--- src/hw/rbus_pkg.sv ---
//////////////////////////////////////////////////
// default shape of the simple register bus
// widths here are defaults only, the top overrides
// resync depth below 2 is not supported
//////////////////////////////////////////////////
`default_nettype none

package rbus_pkg;

	// address bus, 16 registers max
	localparam int RBUS_ADDR_W = 4;	// address width in bits

	// data bus
	localparam int RBUS_DATA_W = 8;	// read and write data width

	// input resync chain depth
	localparam int RBUS_SYNC_W = 2;	// 2 is the minimum for metastability

endpackage

`default_nettype wire

--- src/hw/reg_map_pkg.sv ---
//////////////////////////////////////////////////
// register map of the peripheral register set
// masks: 1 = live bit, 0 = dead bit reads zero
// sized for the default rbus data width
//////////////////////////////////////////////////
`default_nettype none

package reg_map_pkg;

	import rbus_pkg::*;

	// CTRL, read/write latch, bits 3..0 are irq enables
	localparam logic [RBUS_ADDR_W-1:0] CTRL_ADDR    = RBUS_ADDR_W'(0);
	localparam logic [RBUS_DATA_W-1:0] CTRL_WR_MASK = {RBUS_DATA_W{1'b1}};	// all live
	localparam logic [RBUS_DATA_W-1:0] CTRL_RST     = RBUS_DATA_W'(8'h00);	// irqs off

	// STAT, read-only view of status levels
	localparam logic [RBUS_ADDR_W-1:0] STAT_ADDR      = RBUS_ADDR_W'(1);
	localparam logic [RBUS_DATA_W-1:0] STAT_RD_MASK   = {RBUS_DATA_W{1'b1}};	// all live
	localparam logic [RBUS_DATA_W-1:0] STAT_SYNC_MASK = {RBUS_DATA_W{1'b1}};	// async source

	// IRQ, flags set on rising edge, write one to clear
	localparam logic [RBUS_ADDR_W-1:0] IRQ_ADDR      = RBUS_ADDR_W'(2);
	localparam logic [RBUS_DATA_W-1:0] IRQ_MASK      = RBUS_DATA_W'(8'h0F);	// 4 sources
	localparam logic [RBUS_DATA_W-1:0] IRQ_RISE_MASK = RBUS_DATA_W'(8'h0F);	// rise only

	// EVNT, sticky event flags, cleared by a read
	localparam logic [RBUS_ADDR_W-1:0] EVNT_ADDR      = RBUS_ADDR_W'(3);
	localparam logic [RBUS_DATA_W-1:0] EVNT_MASK      = {RBUS_DATA_W{1'b1}};	// all live
	localparam logic [RBUS_DATA_W-1:0] EVNT_SYNC_MASK = {RBUS_DATA_W{1'b1}};	// async source

endpackage

`default_nettype wire

--- src/hw/in_cond.sv ---
//////////////////////////////////////////////////
// per-bit input conditioning
// dead bits give zero, live bits may be resynced
// and then edge detected into a one clock pulse
// SYNC_W must be 2 or more
// an input already high at reset end counts as a rise
//////////////////////////////////////////////////
`default_nettype none

module in_cond #(
	parameter int                DATA_W    = rbus_pkg::RBUS_DATA_W,	// data width
	parameter int                SYNC_W    = rbus_pkg::RBUS_SYNC_W,	// resync stages
	parameter logic [DATA_W-1:0] LIVE_MASK = '1,	// 1 = live bit
	parameter logic [DATA_W-1:0] SYNC_MASK = '0,	// 1 = resync this bit
	parameter logic [DATA_W-1:0] RISE_MASK = '0,	// 1 = rising edge pulse
	parameter logic [DATA_W-1:0] FALL_MASK = '0	// 1 = falling edge pulse
) (
	input  logic              clk_i,
	input  logic              rst_i,	// async, active high
	input  logic [DATA_W-1:0] data_i,	// raw register side input
	output logic [DATA_W-1:0] data_o	// conditioned level or pulse
);

	genvar i;

	generate
		for (i = 0; i < DATA_W; i++) begin : g_bit
			if (LIVE_MASK[i]) begin : g_live
				logic lvl;	// level after optional resync

				if (SYNC_MASK[i]) begin : g_sync
					logic [SYNC_W-1:0] sync_r;	// shift chain, msb is oldest

					always_ff @(posedge clk_i or posedge rst_i) begin
						if (rst_i) begin
							sync_r <= '0;
						end else begin
							sync_r <= {sync_r[SYNC_W-2:0], data_i[i]};	// shift in
						end
					end
					assign lvl = sync_r[SYNC_W-1];
				end else begin : g_raw
					assign lvl = data_i[i];	// already in this clock domain
				end

				if (RISE_MASK[i] || FALL_MASK[i]) begin : g_edge
					logic lvl_d;	// level one clock ago

					always_ff @(posedge clk_i or posedge rst_i) begin
						if (rst_i) begin
							lvl_d <= 1'b0;
						end else begin
							lvl_d <= lvl;
						end
					end

					if (RISE_MASK[i] && FALL_MASK[i]) begin : g_any
						assign data_o[i] = lvl ^ lvl_d;	// any change
					end else if (RISE_MASK[i]) begin : g_rise
						assign data_o[i] = lvl & ~lvl_d;	// 0 -> 1
					end else begin : g_fall
						assign data_o[i] = ~lvl & lvl_d;	// 1 -> 0
					end
				end else begin : g_level
					assign data_o[i] = lvl;	// no edge mask, pass the level
				end
			end else begin : g_dead
				assign data_o[i] = 1'b0;
			end
		end
	endgenerate

endmodule

`default_nettype wire

--- src/hw/hive_base_reg.sv ---
//////////////////////////////////////////////////
// one rbus register, write and read modes chosen
// by parameter, masks select live bits per side
// read data is zero unless the address matched
// the cycle before, rbus_rd_i does not gate it
// unknown modes read and write as all zero
//////////////////////////////////////////////////
`default_nettype none

module hive_base_reg #(
	parameter int                DATA_W    = rbus_pkg::RBUS_DATA_W,	// data width
	parameter int                ADDR_W    = rbus_pkg::RBUS_ADDR_W,	// address width
	parameter int                SYNC_W    = rbus_pkg::RBUS_SYNC_W,	// resync stages
	parameter logic [ADDR_W-1:0] ADDR      = '0,	// decoded address
	parameter                    WR_MODE   = "THRU",	// LOOP THRU REGS LTCH COW1
	parameter                    RD_MODE   = "THRU",	// LOOP THRU REGS LTCH CORD
	parameter logic [DATA_W-1:0] WR_MASK   = '1,	// 1 = live write bit
	parameter logic [DATA_W-1:0] RD_MASK   = '1,	// 1 = live read bit
	parameter logic [DATA_W-1:0] SYNC_MASK = '0,	// resync of reg_data_i
	parameter logic [DATA_W-1:0] RISE_MASK = '0,	// rising edge detect
	parameter logic [DATA_W-1:0] FALL_MASK = '0,	// falling edge detect
	parameter logic [DATA_W-1:0] RESET_VAL = '0	// reset of held bits
) (
	input  logic              clk_i,
	input  logic              rst_i,	// async, active high
	input  logic [ADDR_W-1:0] rbus_addr_i,
	input  logic              rbus_wr_i,	// write strobe
	input  logic              rbus_rd_i,	// read strobe
	input  logic [DATA_W-1:0] rbus_wr_data_i,
	output logic [DATA_W-1:0] rbus_rd_data_o,	// zero when not addressed
	output logic              reg_wr_o,	// high when reg_data_o was updated
	output logic              reg_rd_o,	// high when reg_data_i is taken
	output logic [DATA_W-1:0] reg_data_o,	// write side value
	input  logic [DATA_W-1:0] reg_data_i	// register side input
);

	// conditioning follows the side that consumes reg_data_i
	localparam logic [DATA_W-1:0] IN_MASK = (WR_MODE == "COW1") ? WR_MASK : RD_MASK;

	logic              addr_match;	// address decode, this cycle
	logic              addr_f;	// address decode, last cycle
	logic              wr_match;	// qualified write
	logic              rd_match;	// qualified read
	logic              rd_f;	// read strobe seen by read path
	logic [DATA_W-1:0] in_data;	// conditioned reg_data_i
	logic [DATA_W-1:0] wr_data;	// write path result
	logic [DATA_W-1:0] rd_data;	// read path result

	genvar i;

	in_cond #(
		.DATA_W    (DATA_W),
		.SYNC_W    (SYNC_W),
		.LIVE_MASK (IN_MASK),
		.SYNC_MASK (SYNC_MASK),
		.RISE_MASK (RISE_MASK),
		.FALL_MASK (FALL_MASK)
	) u_in_cond (
		.clk_i  (clk_i),
		.rst_i  (rst_i),
		.data_i (reg_data_i),
		.data_o (in_data)
	);

	assign addr_match = (rbus_addr_i == ADDR);
	assign wr_match   = rbus_wr_i & addr_match;
	assign rd_match   = rbus_rd_i & addr_match;

	always_ff @(posedge clk_i or posedge rst_i) begin
		if (rst_i) begin
			addr_f <= 1'b0;
		end else begin
			addr_f <= addr_match;	// one clock read latency
		end
	end

	generate
		// write strobe, late by a clock for the clocked modes
		if (WR_MODE == "REGS" || WR_MODE == "LTCH" || WR_MODE == "COW1") begin : g_wr_clk
			always_ff @(posedge clk_i or posedge rst_i) begin
				if (rst_i) begin
					reg_wr_o <= 1'b0;
				end else begin
					reg_wr_o <= wr_match;
				end
			end
		end else begin : g_wr_comb
			assign reg_wr_o = wr_match;
		end

		// read strobe, CORD gets an extra stage so the bus sees the flags first
		if (RD_MODE == "CORD") begin : g_rd_cord
			always_ff @(posedge clk_i or posedge rst_i) begin
				if (rst_i) begin
					rd_f     <= 1'b0;
					reg_rd_o <= 1'b0;
				end else begin
					rd_f     <= rd_match;	// clears flags next edge
					reg_rd_o <= rd_f;
				end
			end
		end else if (RD_MODE == "REGS" || RD_MODE == "LTCH") begin : g_rd_clk
			assign rd_f = rd_match;
			always_ff @(posedge clk_i or posedge rst_i) begin
				if (rst_i) begin
					reg_rd_o <= 1'b0;
				end else begin
					reg_rd_o <= rd_match;
				end
			end
		end else begin : g_rd_comb
			assign rd_f     = rd_match;
			assign reg_rd_o = rd_match;
		end
	endgenerate

	generate
		for (i = 0; i < DATA_W; i++) begin : g_wr_bit
			if (!WR_MASK[i]) begin : g_dead
				assign wr_data[i] = 1'b0;
			end else if (WR_MODE == "LOOP") begin : g_loop
				assign wr_data[i] = rd_data[i];	// mirrors the read side
			end else if (WR_MODE == "THRU") begin : g_thru
				assign wr_data[i] = rbus_wr_data_i[i];
			end else if (WR_MODE == "REGS" || WR_MODE == "LTCH" || WR_MODE == "COW1") begin : g_held
				logic wr_q;

				always_ff @(posedge clk_i or posedge rst_i) begin
					if (rst_i) begin
						wr_q <= RESET_VAL[i];
					end else if (WR_MODE == "REGS") begin
						wr_q <= rbus_wr_data_i[i];	// every clock
					end else if (WR_MODE == "LTCH") begin
						if (wr_match) begin
							wr_q <= rbus_wr_data_i[i];
						end
					end else begin
						// set wins over a same-cycle clear
						wr_q <= (wr_q & ~(wr_match & rbus_wr_data_i[i])) | in_data[i];
					end
				end
				assign wr_data[i] = wr_q;
			end else begin : g_bad
				assign wr_data[i] = 1'b0;
			end
		end

		for (i = 0; i < DATA_W; i++) begin : g_rd_bit
			if (!RD_MASK[i]) begin : g_dead
				assign rd_data[i] = 1'b0;
			end else if (RD_MODE == "LOOP") begin : g_loop
				assign rd_data[i] = wr_data[i];	// read back what was written
			end else if (RD_MODE == "THRU") begin : g_thru
				assign rd_data[i] = in_data[i];
			end else if (RD_MODE == "REGS" || RD_MODE == "LTCH" || RD_MODE == "CORD") begin : g_held
				logic rd_q;

				always_ff @(posedge clk_i or posedge rst_i) begin
					if (rst_i) begin
						rd_q <= RESET_VAL[i];
					end else if (RD_MODE == "REGS") begin
						rd_q <= in_data[i];
					end else if (RD_MODE == "LTCH") begin
						if (rd_f) begin
							rd_q <= in_data[i];
						end
					end else if (rd_f) begin
						rd_q <= in_data[i];	// clear, keep a new event
					end else begin
						rd_q <= rd_q | in_data[i];	// sticky
					end
				end
				assign rd_data[i] = rd_q;
			end else begin : g_bad
				assign rd_data[i] = 1'b0;
			end
		end
	endgenerate

	assign reg_data_o     = wr_data;
	assign rbus_rd_data_o = addr_f ? rd_data : '0;	// zero so the top can OR

endmodule

`default_nettype wire

--- src/hw/periph_regs.sv ---
//////////////////////////////////////////////////
// peripheral register set on rbus
// CTRL rw, STAT ro, IRQ w1c, EVNT clear on read
// read data one clock after the address
// irq_o is combinational from flags and enables
//////////////////////////////////////////////////
`default_nettype none

module periph_regs #(
	parameter int DATA_W = rbus_pkg::RBUS_DATA_W,	// data width
	parameter int ADDR_W = rbus_pkg::RBUS_ADDR_W,	// address width
	parameter int SYNC_W = rbus_pkg::RBUS_SYNC_W	// resync stages
) (
	input  logic              clk_i,
	input  logic              rst_i,	// async, active high
	input  logic [ADDR_W-1:0] rbus_addr_i,
	input  logic              rbus_wr_i,
	input  logic              rbus_rd_i,
	input  logic [DATA_W-1:0] rbus_wr_data_i,
	output logic [DATA_W-1:0] rbus_rd_data_o,
	output logic [DATA_W-1:0] ctrl_o,	// control latch, 3..0 irq enables
	output logic              ctrl_wr_o,	// pulse after a CTRL write
	input  logic [DATA_W-1:0] stat_i,	// async status levels
	input  logic [DATA_W-1:0] irq_src_i,	// async irq sources
	input  logic [DATA_W-1:0] evnt_i,	// async event levels
	output logic              irq_o	// any enabled flag set
);

	import reg_map_pkg::*;

	logic [DATA_W-1:0] ctrl_rd;	// per register read data, zero when idle
	logic [DATA_W-1:0] stat_rd;
	logic [DATA_W-1:0] irq_rd;
	logic [DATA_W-1:0] evnt_rd;
	logic [DATA_W-1:0] irq_flags;	// IRQ write side, the flags

	hive_base_reg #(
		.DATA_W (DATA_W), .ADDR_W (ADDR_W), .SYNC_W (SYNC_W),
		.ADDR      (CTRL_ADDR),
		.WR_MODE   ("LTCH"),
		.RD_MODE   ("LOOP"),
		.WR_MASK   (CTRL_WR_MASK),
		.RD_MASK   (CTRL_WR_MASK),	// reads back every written bit
		.RESET_VAL (CTRL_RST)
	) u_ctrl (
		.clk_i, .rst_i, .rbus_addr_i, .rbus_wr_i, .rbus_rd_i, .rbus_wr_data_i,
		.rbus_rd_data_o (ctrl_rd),
		.reg_wr_o       (ctrl_wr_o),
		.reg_rd_o       (),
		.reg_data_o     (ctrl_o),
		.reg_data_i     ('0)	// no register side input
	);

	hive_base_reg #(
		.DATA_W (DATA_W), .ADDR_W (ADDR_W), .SYNC_W (SYNC_W),
		.ADDR      (STAT_ADDR),
		.WR_MODE   ("LOOP"),
		.RD_MODE   ("THRU"),
		.WR_MASK   ('0),	// read only
		.RD_MASK   (STAT_RD_MASK),
		.SYNC_MASK (STAT_SYNC_MASK)
	) u_stat (
		.clk_i, .rst_i, .rbus_addr_i, .rbus_wr_i, .rbus_rd_i, .rbus_wr_data_i,
		.rbus_rd_data_o (stat_rd),
		.reg_wr_o       (),
		.reg_rd_o       (),
		.reg_data_o     (),
		.reg_data_i     (stat_i)
	);

	hive_base_reg #(
		.DATA_W (DATA_W), .ADDR_W (ADDR_W), .SYNC_W (SYNC_W),
		.ADDR      (IRQ_ADDR),
		.WR_MODE   ("COW1"),
		.RD_MODE   ("LOOP"),
		.WR_MASK   (IRQ_MASK),
		.RD_MASK   (IRQ_MASK),
		.SYNC_MASK (IRQ_MASK),	// every live source is async
		.RISE_MASK (IRQ_RISE_MASK)
	) u_irq (
		.clk_i, .rst_i, .rbus_addr_i, .rbus_wr_i, .rbus_rd_i, .rbus_wr_data_i,
		.rbus_rd_data_o (irq_rd),
		.reg_wr_o       (),
		.reg_rd_o       (),
		.reg_data_o     (irq_flags),
		.reg_data_i     (irq_src_i)
	);

	hive_base_reg #(
		.DATA_W (DATA_W), .ADDR_W (ADDR_W), .SYNC_W (SYNC_W),
		.ADDR      (EVNT_ADDR),
		.WR_MODE   ("THRU"),
		.RD_MODE   ("CORD"),
		.WR_MASK   ('0),	// writes ignored
		.RD_MASK   (EVNT_MASK),
		.SYNC_MASK (EVNT_SYNC_MASK)
	) u_evnt (
		.clk_i, .rst_i, .rbus_addr_i, .rbus_wr_i, .rbus_rd_i, .rbus_wr_data_i,
		.rbus_rd_data_o (evnt_rd),
		.reg_wr_o       (),
		.reg_rd_o       (),
		.reg_data_o     (),
		.reg_data_i     (evnt_i)
	);

	assign rbus_rd_data_o = ctrl_rd | stat_rd | irq_rd | evnt_rd;	// only one is non zero
	assign irq_o          = |(irq_flags & ctrl_o);	// dead flag bits mask the upper enables

endmodule

`default_nettype wire

--- config.mk ---
export PLATFORM = sky130hd
export DESIGN_NAME = periph_regs
export DESIGN_NICKNAME = d
export VERILOG_FILES = /design/src/hw/rbus_pkg.sv /design/src/hw/reg_map_pkg.sv /design/src/hw/in_cond.sv /design/src/hw/hive_base_reg.sv /design/src/hw/periph_regs.sv
export SDC_FILE = /design/constraint.sdc
export NUM_CORES = 1
export LEC_CHECK = 0
export BUFFER_PORTS_ARGS = -buffer_cell sky130_fd_sc_hd__buf_2
export CORE_ASPECT_RATIO = 1.1
export CORE_UTILIZATION = 55
export DETAILED_ROUTE_END_ITERATION = 12
export HOLD_SLACK_MARGIN = 0.06
export PLACE_DENSITY = 0.81
export RECOVER_POWER = 25
export SLEW_MARGIN = 10
export SYNTH_ARGS = -nofsm -noshare
export SYNTH_HDL_FRONTEND = slang
export SYNTH_SLANG_ARGS = --single-unit
--- constraint.sdc ---
create_clock -name clk_i -period 4.7 [get_ports clk_i]
set_input_delay 0 -clock clk_i [delete_from_list [all_inputs] [get_ports clk_i]]
set_output_delay 0 -clock clk_i [all_outputs]
set_load 0.01 [all_outputs]
==> results of run 1 <==
## worst max-delay path, stage by stage
cell           delay [ns]
dlygate4sd3_1        0.53
buf_2                0.15
or4b_4               0.60
nor2_8               0.19
mux2_2               0.36
## final cells by class
type                    instances  area (µm²)
clock buffers                  15         186
fillers                       246         868
inverters                      10        37.5
multi-input cells              57         412
flip-flops and latches         70        1750
well taps                      52        65.1
repair buffers                 91         643
## layer usage
metal,global-route usage,up-vias,share of wire
li1,-,680,-
met1,0.272,732,0.41
met2,0.353,64,0.50
met3,0.0724,13,0.061
met4,0.124,0,0.031
met5,0,-,0
## registers in the layout, indices dropped and copies added, names as in the netlist
name	cells
u_ctrl.addr_f	1
u_ctrl.g_wr_bit.g_held.wr_q	8
u_ctrl.reg_wr_o	1
u_evnt.addr_f	1
u_evnt.g_rd_bit.g_held.rd_q	8
u_evnt.rd_f	1
u_evnt.u_in_cond.g_bit.g_live.g_sync.sync_r	16
u_irq.addr_f	1
u_irq.g_wr_bit.g_held.wr_q	4
u_irq.u_in_cond.g_bit.g_live.g_edge.lvl_d	4
u_irq.u_in_cond.g_bit.g_live.g_sync.sync_r	8
u_stat.addr_f	1
u_stat.u_in_cond.g_bit.g_live.g_sync.sync_r	16
## power by group through the flow
stage / Sequential [mW] / Clock [mW] / Combinational, mW
6_report: 0.668 / 0.446 / 0.120
4_1_cts: 0.668 / 0.452 / 0.121
2_1_floorplan: 0.668 / 0 / 0.0767
5_1_grt: 0.673 / 0.481 / 0.132
3_5_place_dp: 0.679 / 0 / 0.0973
3_3_place_gp: 0.675 / 0 / 0.0932
## cells by family after synthesis
kind of cell / Yosys count / share of synthesized area
AOI/OAI and AO/OA: 30 / 0.0945
DFF: 70 / 0.769
muxes: 8 / 0.0396
buffers and inverters: 22 / 0.0500
and+or+nand+nor: 19 / 0.0467
## per-stage QoR
step                utilization  hold slack, ns  setup slack [ns]
global placement          0.640           0.108              3.32
global route              0.781           0.125              3.04
detailed placement        0.640           0.109              3.28
finish                    0.781           0.121              3.08
CTS                       0.781           0.116              3.08
floorplan                     -          0.0314              2.93
## final timing paths
check,start,end,slack (ns),depth (start not counted)
hold / removal,rbus_wr_i,u_ctrl.reg_wr_o,0.12,3
setup / recovery,rbus_addr_i[0],u_ctrl.g_wr_bit[4].g_held.wr_q,3.08,5
max in group asynchronous,rst_i,u_evnt.u_in_cond.g_bit[5].g_live.g_sync.sync_r[1],3.68,4
min in group asynchronous,rst_i,u_irq.u_in_cond.g_bit[1].g_live.g_sync.sync_r[0],0.48,4
hold reg to reg,u_evnt.u_in_cond.g_bit[1].g_live.g_sync.sync_r[0],u_evnt.u_in_cond.g_bit[1].g_live.g_sync.sync_r[1],0.35,0
setup reg to reg,u_ctrl.g_wr_bit[0].g_held.wr_q,u_ctrl.g_wr_bit[0].g_held.wr_q,3.88,1
## placed cells by master (no fill, tap or decap), drive strengths merged
| cell type | count |
|---|---|
| and2 | 1 |
| nand2 | 11 |
| inv | 10 |
| and3 | 1 |
| nor4 | 1 |
| dlygate4sd3 | 37 |
| nor2 | 4 |
| buf | 54 |
| a21o | 8 |
| a22oi | 10 |
| or4b | 1 |
| mux2 | 8 |
| clkbuf | 15 |
| o21ai | 8 |
| a222oi | 4 |
| dfrtp | 70 |
## synthesized netlist by cell type
| library cell | number |
|---|---|
| buf_1 | 1 |
| nor4_1 | 1 |
| buf_4 | 8 |
| o21ai_0 | 8 |
| or4b_4 | 1 |
| nor2_1 | 3 |
| a21o_1 | 8 |
| a22oi_1 | 10 |
| nand2_1 | 11 |
| clkbuf_1 | 2 |
| inv_1 | 10 |
| mux2_2 | 8 |
| and2_1 | 1 |
| nor2_8 | 1 |
| buf_2 | 1 |
| and3_2 | 1 |
| a222oi_1 | 4 |
| dfrtp_1 | 70 |
## what timing repair did
action	CTS	global route
hold endpoints to repair	108	0
buffers inserted	0	0
hold buffers	37	0
==> flow_summary.ini, run 1 <==
[cts]
clock_sinks = 70
clock_path_buffers = 2
cts.repair.resized = 0
clk-insertion-delay-late_ns = 0.33
cts_tree = yes
clk_pin_slew_worst_paths_ns = 0.07
cts_root_buf = clkbuf_8
htree_levels = 3
cts_buffers = 9

[synthesis]
synthCells = 149
ys_types = 18
yosys-top-cells-area = dfrtp_1, mux2_2, a22oi_1
syn_area_um2 = 2280
yosysTopAreaCell = dfrtp_1
ys_seq_area_frac = 0.769
ys_ff_latch = 70
synth_top_area_share = 0.769
avgSynthCellArea_um2 = 15.3
syn_nets = 189
yosysWarnings = 0

[power_and_ir_drop]
ir_drop_mv = 0.284
pwr-share-comb = 0.097
power_frac_clock = 0.361
internal_power_mw = 0.955
p_seq_frac = 0.541
leakage_nw = 1.50
finalPower_mw = 1.23
switchingPower_mw = 0.279
switching_share = 0.226
powerDensity_nw_per_um2 = 399

[critical_path]
cp-end-kind = flop
arrival_ns = 1.83
crit_required_ns = 4.91
worst-setup-path-type = in2reg
startpoint_type = input port
cp_max_fo = 9

[sta]
fin_worst_skew_ns = 0.0181
finalHoldViolCount = 0
max_freq_mhz = 618
post-route-period-util = 0.344
tightest_slew_ns = 0.825
slew_viol_final = 0
finalSetupViolations = 0
tns_ns = 0
rsz0062_at_grt = no
relSlewSlack = 0.450
min_period_ns = 1.62

[final_layout]
fin_nets = 279
final_cells = 295
syn_to_final_growth_pct = 35.9
fin_area_um2 = 3100
n_antenna_cell = 0
drive_gt1_frac = 0.325

[hold_path]
worstHoldPathType = in2reg

[routing]
via_count = 1489
drt_iter0_drc = 104
vias_per_cell = 5.05
drt-pass1-iter-count = 4
routed_wirelength_um = 4290
ant_nets = 0
avgRoutedWirePerCell_um = 14.5
drc = 0

[global_route]
grt_max_degree = 71
grt_pass1_vias = 1621
overflow = 0
grt_pass1_wl_um = 7200
antenna_found_initial = 0
grt_usage = 0.224

[floorplan]
core_area_um2 = 3960
die-area_um2 = 4400
initial_core_util = 0.574
die_w_um = 63.4
die_h_um = 69.5
core.rowCount = 24
ios = 58

[place]
place_area_um2 = 2540
hpwl_um = 2640
globalplace.congestion = 0.850
place_inst = 243
portBuffers = 53

[job]
drv_cap = 0

[run_status]
outcome = finished clean
Power figures use the tool's default switching activity.
==> run 2, diff against run 1 <==
CORE_UTILIZATION = 51   (was 55)
PLACE_DENSITY = 0.76   (was 0.81)
clock period = 1.6 ns   (was 4.7 ns; I/O delays follow)
==> flow_summary.ini, run 2 (same netlist as run 1, synthesis figures left out) <==
[critical_path]
cp-end-kind = flop
crit_required_ns = 1.82
crit_chain = dlygate4sd3_1 -> buf_2 -> or4b_4 -> nor2_4 -> mux2_2
critPathBufInv = 2
cp_slowest_cell = or4b_4
reg2reg_slack_ns = 0.80
arrival_ns = 1.80
r2r_start = u_ctrl.g_wr_bit[1].g_held.wr_q
rr_worst_depth = 1
max_stage_delay_ns = 0.60
worst-setup-path-type = in2reg
startpoint_type = input port
r2r_end = u_ctrl.g_wr_bit[1].g_held.wr_q
path_delay_family = simple AND/OR/NAND/NOR gates
cp_max_fo = 6

[sta]
tightest_slew_ns = 0.344
max_freq_mhz = 631
finalSetupViolations = 0
tns_ns = 0
finalHoldViolCount = 0
relSlewSlack = 0.771
min_period_ns = 1.58
post-route-period-util = 0.990
slew_viol_final = 0
holdWs_ns = 0.0768
fin_worst_skew_ns = 0.00929
rsz0062_at_grt = no

[floorplan]
die_h_um = 72.1
core.rowCount = 25
die-area_um2 = 4740
die_w_um = 65.7
initial_core_util = 0.531
core_area_um2 = 4290
ios = 58

[final_layout]
final_common_cell = dfrtp_1
drive_gt1_frac = 0.339
syn_to_final_growth_pct = 38.1
top_regs = u_evnt.u_in_cond.g_bit.g_live.g_sync.sync_r: 16 flops, u_stat.u_in_cond.g_bit.g_live.g_sync.sync_r: 16 flops
fin_nets = 280
n_antenna_cell = 0
final_cell_mix = dfrtp_1, buf_2, dlygate4sd3_1, clkbuf_8, nand2_1

[routing]
ant_nets = 0
vias_per_cell = 4.94
routed_wirelength_um = 4150
avgRoutedWirePerCell_um = 13.9
drt-pass1-iter-count = 5
drc = 0
drt_iter0_drc = 182
via_count = 1476

[hold_path]
hold_start = rbus_addr_i[0]
min_to = u_ctrl.reg_wr_o
hold_path_depth = 3
worstHoldPathType = in2reg

[power_and_ir_drop]
leakage_nw = 1.51
ir_drop_mv = 0.916
powerDensity_nw_per_um2 = 1170

[place]
portBuffers = 53
hpwl_um = 2580
globalplace.congestion = 0.763

[cts]
cts_root_buf = clkbuf_8
clk-insertion-delay-late_ns = 0.33
clk_pin_slew_worst_paths_ns = 0.07
clock_sinks = 70
clock_path_buffers = 2
cts_buffers = 9
htree_levels = 3
cts_tree = yes
cts.repair.resized = 0

[global_route]
grt_pass1_vias = 1454
overflow = 0
grt_usage = 0.198
grt_pass1_wl_um = 6600
grt_max_degree = 71
antenna_found_initial = 0

[job]
drv_cap = 0

[run_status]
outcome = finished clean
## run 2: cell count changes in the layout (fill, tap and decap cells not counted), sizes merged
| cell | change |
|---|---|
| clkinvlp | +2 |
| clkbuf | -1 |
| clkinv | +1 |
| inv | -1 |
| nor2 | +1 |
## run 2: worst max-delay path by stage
| stage | startpoint | slack, ns | cells past startpoint | to |
|---|---|---|---|---|
| global route | rbus_addr_i[3] | 0.009 | 5 | u_ctrl.g_wr_bit[7].g_held.wr_q |
| floorplan | rbus_addr_i[0] | 0.41 | 3 | u_ctrl.g_wr_bit[0].g_held.wr_q |
| finish | rbus_addr_i[3] | 0.02 | 5 | u_ctrl.g_wr_bit[7].g_held.wr_q |
| CTS | rbus_addr_i[3] | 0.02 | 5 | u_ctrl.g_wr_bit[6].g_held.wr_q |
| detailed placement | rbus_addr_i[0] | 0.18 | 4 | u_ctrl.g_wr_bit[6].g_held.wr_q |
| global placement | rbus_addr_i[0] | 0.23 | 4 | u_ctrl.g_wr_bit[2].g_held.wr_q |
## run 2: layer usage
metal  global-route usage  routed length [µm]
met2                0.307                2140
met5                    0                   0
met3               0.0676                 280
met4                0.126                 103
met1                0.236                1630
## run 2: layout make-up
class | count | area (µm²)
clock buffers | 14 | 193
clock inverters | 2 | 12.5
fillers | 287 | 1140
inverters | 10 | 41.3
multi-input cells | 58 | 423
flip-flops and latches | 70 | 1750
well taps | 54 | 67.6
repair buffers | 91 | 656
## run 2: what timing repair did
action / 4_1_cts / 5_1_grt
setup endpoints to repair: 0 / 5
hold buffers: 37 / 0
hold endpoints to repair: 107 / 0
setup buffers: 0 / 0
## run 2: where the power goes
part	leakage, nW	switching (mW)	internal [mW]
Clock	0.105	0.576	0.772
Combinational	0.609	0.161	0.198
Sequential	0.801	0.0759	1.88
Total	1.51	0.813	2.85
## run 2: per-stage QoR
step / instances / total power, mW / cell area [µm²] / worst slack, ns / utilization
final: 299 / 3.67 / 3140 / 0.0161 / 0.734
after global routing: 299 / 3.83 / 3140 / 0.00900 / 0.734
after CTS: 298 / 3.71 / 3130 / 0.0236 / 0.731
after detailed placement: 245 / 2.28 / 2560 / 0.182 / 0.597
after global placement: 245 / 2.26 / 2560 / 0.228 / 0.597
after floorplan: 149 / 2.19 / 2280 / 0.407 / -
## run 2: tightest hold or removal path, cell delays in order
cell and delay [ns]:
buf_2 0.10, or4b_4 0.20, nor2_4 0.07
==> run 3, diff against run 2 <==
REMOVE_ABC_BUFFERS = 1   (was default)
==> flow_summary.ini, run 3 (same netlist as run 1, synthesis figures left out) <==
[run_status]
outcome = finished clean

[cts]
clk_pin_slew_worst_paths_ns = 0.07
cts_tree = yes
cts.repair.resized = 0
htree_levels = 3
clk-insertion-delay-late_ns = 0.33
clock_path_buffers = 2
clock_sinks = 70
cts_buffers = 9
cts_root_buf = clkbuf_8
hold_buffers = 37

[critical_path]
max_stage_delay_ns = 0.58
r2r_start = u_ctrl.g_wr_bit[3].g_held.wr_q
cp_slowest_cell = or4b_4
crit_required_ns = 1.81
critPathLaunch = rbus_addr_i[2]
arrival_ns = 1.79
path_delay_family = simple AND/OR/NAND/NOR gates
cp-end-kind = flop
cp_max_fo = 5
worst-setup-path-type = in2reg
startpoint_type = input port
crit_chain = dlygate4sd3_1 -> buf_2 -> or4b_4 -> nor2_8 -> mux2_2
critPathBufInv = 2

[final_layout]
final_cell_mix = dfrtp_1, buf_2, dlygate4sd3_1, clkbuf_8, nand2_1
syn_to_final_growth_pct = 38.1
utilization = 0.734
drive_gt1_frac = 0.341
fin_nets = 282
top_regs = u_evnt.u_in_cond.g_bit.g_live.g_sync.sync_r: 16 flops, u_stat.u_in_cond.g_bit.g_live.g_sync.sync_r: 16 flops
fin_area_um2 = 3150
n_antenna_cell = 0
final_common_cell = dfrtp_1

[sta]
max_freq_mhz = 635
fin_worst_skew_ns = 0.00495
slew_viol_final = 0
finalHoldViolCount = 0
relSlewSlack = 0.708
min_period_ns = 1.58
post-route-period-util = 0.985
tightest_slew_ns = 0.439
finalSetupViolations = 0
rsz0062_at_grt = no

[routing]
drt_iter0_drc = 85
wl_met2_um = 2340
met1_length_um = 1690
via_count = 1480
top_layer = met4
drc = 0
routed_wirelength_um = 4350
avgRoutedWirePerCell_um = 14.5
ant_nets = 0
vias_per_cell = 4.93
wl_met3_um = 231
drt-pass1-iter-count = 5

[floorplan]
die-area_um2 = 4740
die_h_um = 72.1
initial_core_util = 0.531
core_area_um2 = 4290
ios = 58
core.rowCount = 25
die_w_um = 65.7

[power_and_ir_drop]
powerDensity_nw_per_um2 = 1190
finalPower_mw = 3.74
ir_drop_mv = 0.696
leakage_nw = 1.52

[place]
portBuffers = 53
hpwl_um = 2780
globalplace.congestion = 0.778
place_area_um2 = 2550

[global_route]
grt_pass1_vias = 1573
grt_usage = 0.209
grt_pass1_wl_um = 6960
overflow = 0
grt_max_degree = 39
antenna_found_initial = 0

[hold_path]
worstHoldPathType = in2reg
hold_start = rbus_addr_i[0]

[job]
drv_cap = 0
-- run 3: cell types whose count changed in the layout (fill, tap and decap cells not counted), sizes merged --
| cell | delta |
|---|---|
| buf | +2 |
| clkbuf | -2 |
| bufinv | +1 |
| inv | +1 |
| clkinvlp | -1 |
-- run 3: worst paths after layout --
check / to / slack, ns / cells after the start
hold reg to reg: u_irq.u_in_cond.g_bit[2].g_live.g_sync.sync_r[1] / 0.35 / 0
min in group asynchronous: u_irq.u_in_cond.g_bit[2].g_live.g_sync.sync_r[1] / 0.30 / 4
setup reg to reg: u_ctrl.g_wr_bit[3].g_held.wr_q / 0.80 / 1
setup / recovery: u_ctrl.g_wr_bit[3].g_held.wr_q / 0.02 / 5
max in group asynchronous: u_evnt.u_in_cond.g_bit[2].g_live.g_sync.sync_r[1] / 0.96 / 4
hold / removal: u_ctrl.reg_wr_o / 0.06 / 3
-- run 3: cell type report --
class	instances	area (µm²)
Clock buffer	12	165
Clock inverter	3	42.5
Fill cell	287	1140
Inverter	10	37.5
Multi-Input combinational cell	58	423
Sequential cell	70	1750
Tap cell	54	67.6
Timing Repair Buffer	93	658
-- run 3: timing repair --
action / CTS / global route
endpoints found under the hold margin: 108 / 1
setup buffers: 0 / 1
setup endpoints to repair: 0 / 8
-- run 3: where the power goes --
group	internal [mW]	total, mW	leakage, nW	switching [mW]
combinational	0.197	0.359	0.617	0.162
clock	0.836	1.42	0.104	0.583
sequential	1.88	1.96	0.801	0.0764
-- run 3: routing by layer --
layer  vias to the layer above  track usage
li1                        683            -
met1                       733        0.236
met2                        57        0.349
met3                         7       0.0692
met4                         0        0.111
met5                         -            0
-- run 3: metrics by stage --
stage | setup TNS, ns | setup slack, ns | hold WS [ns] | std cells
3_3_place_gp | 0 | 0.223 | 0.0958 | 246
4_1_cts | 0 | 0.0165 | 0.0642 | 298
3_5_place_dp | 0 | 0.185 | 0.106 | 246
2_1_floorplan | -11.78 | -0.168 | 0.0314 | 137
5_1_grt | 0 | 0.0125 | 0.0589 | 300
6_report | 0 | 0.0241 | 0.0637 | 300
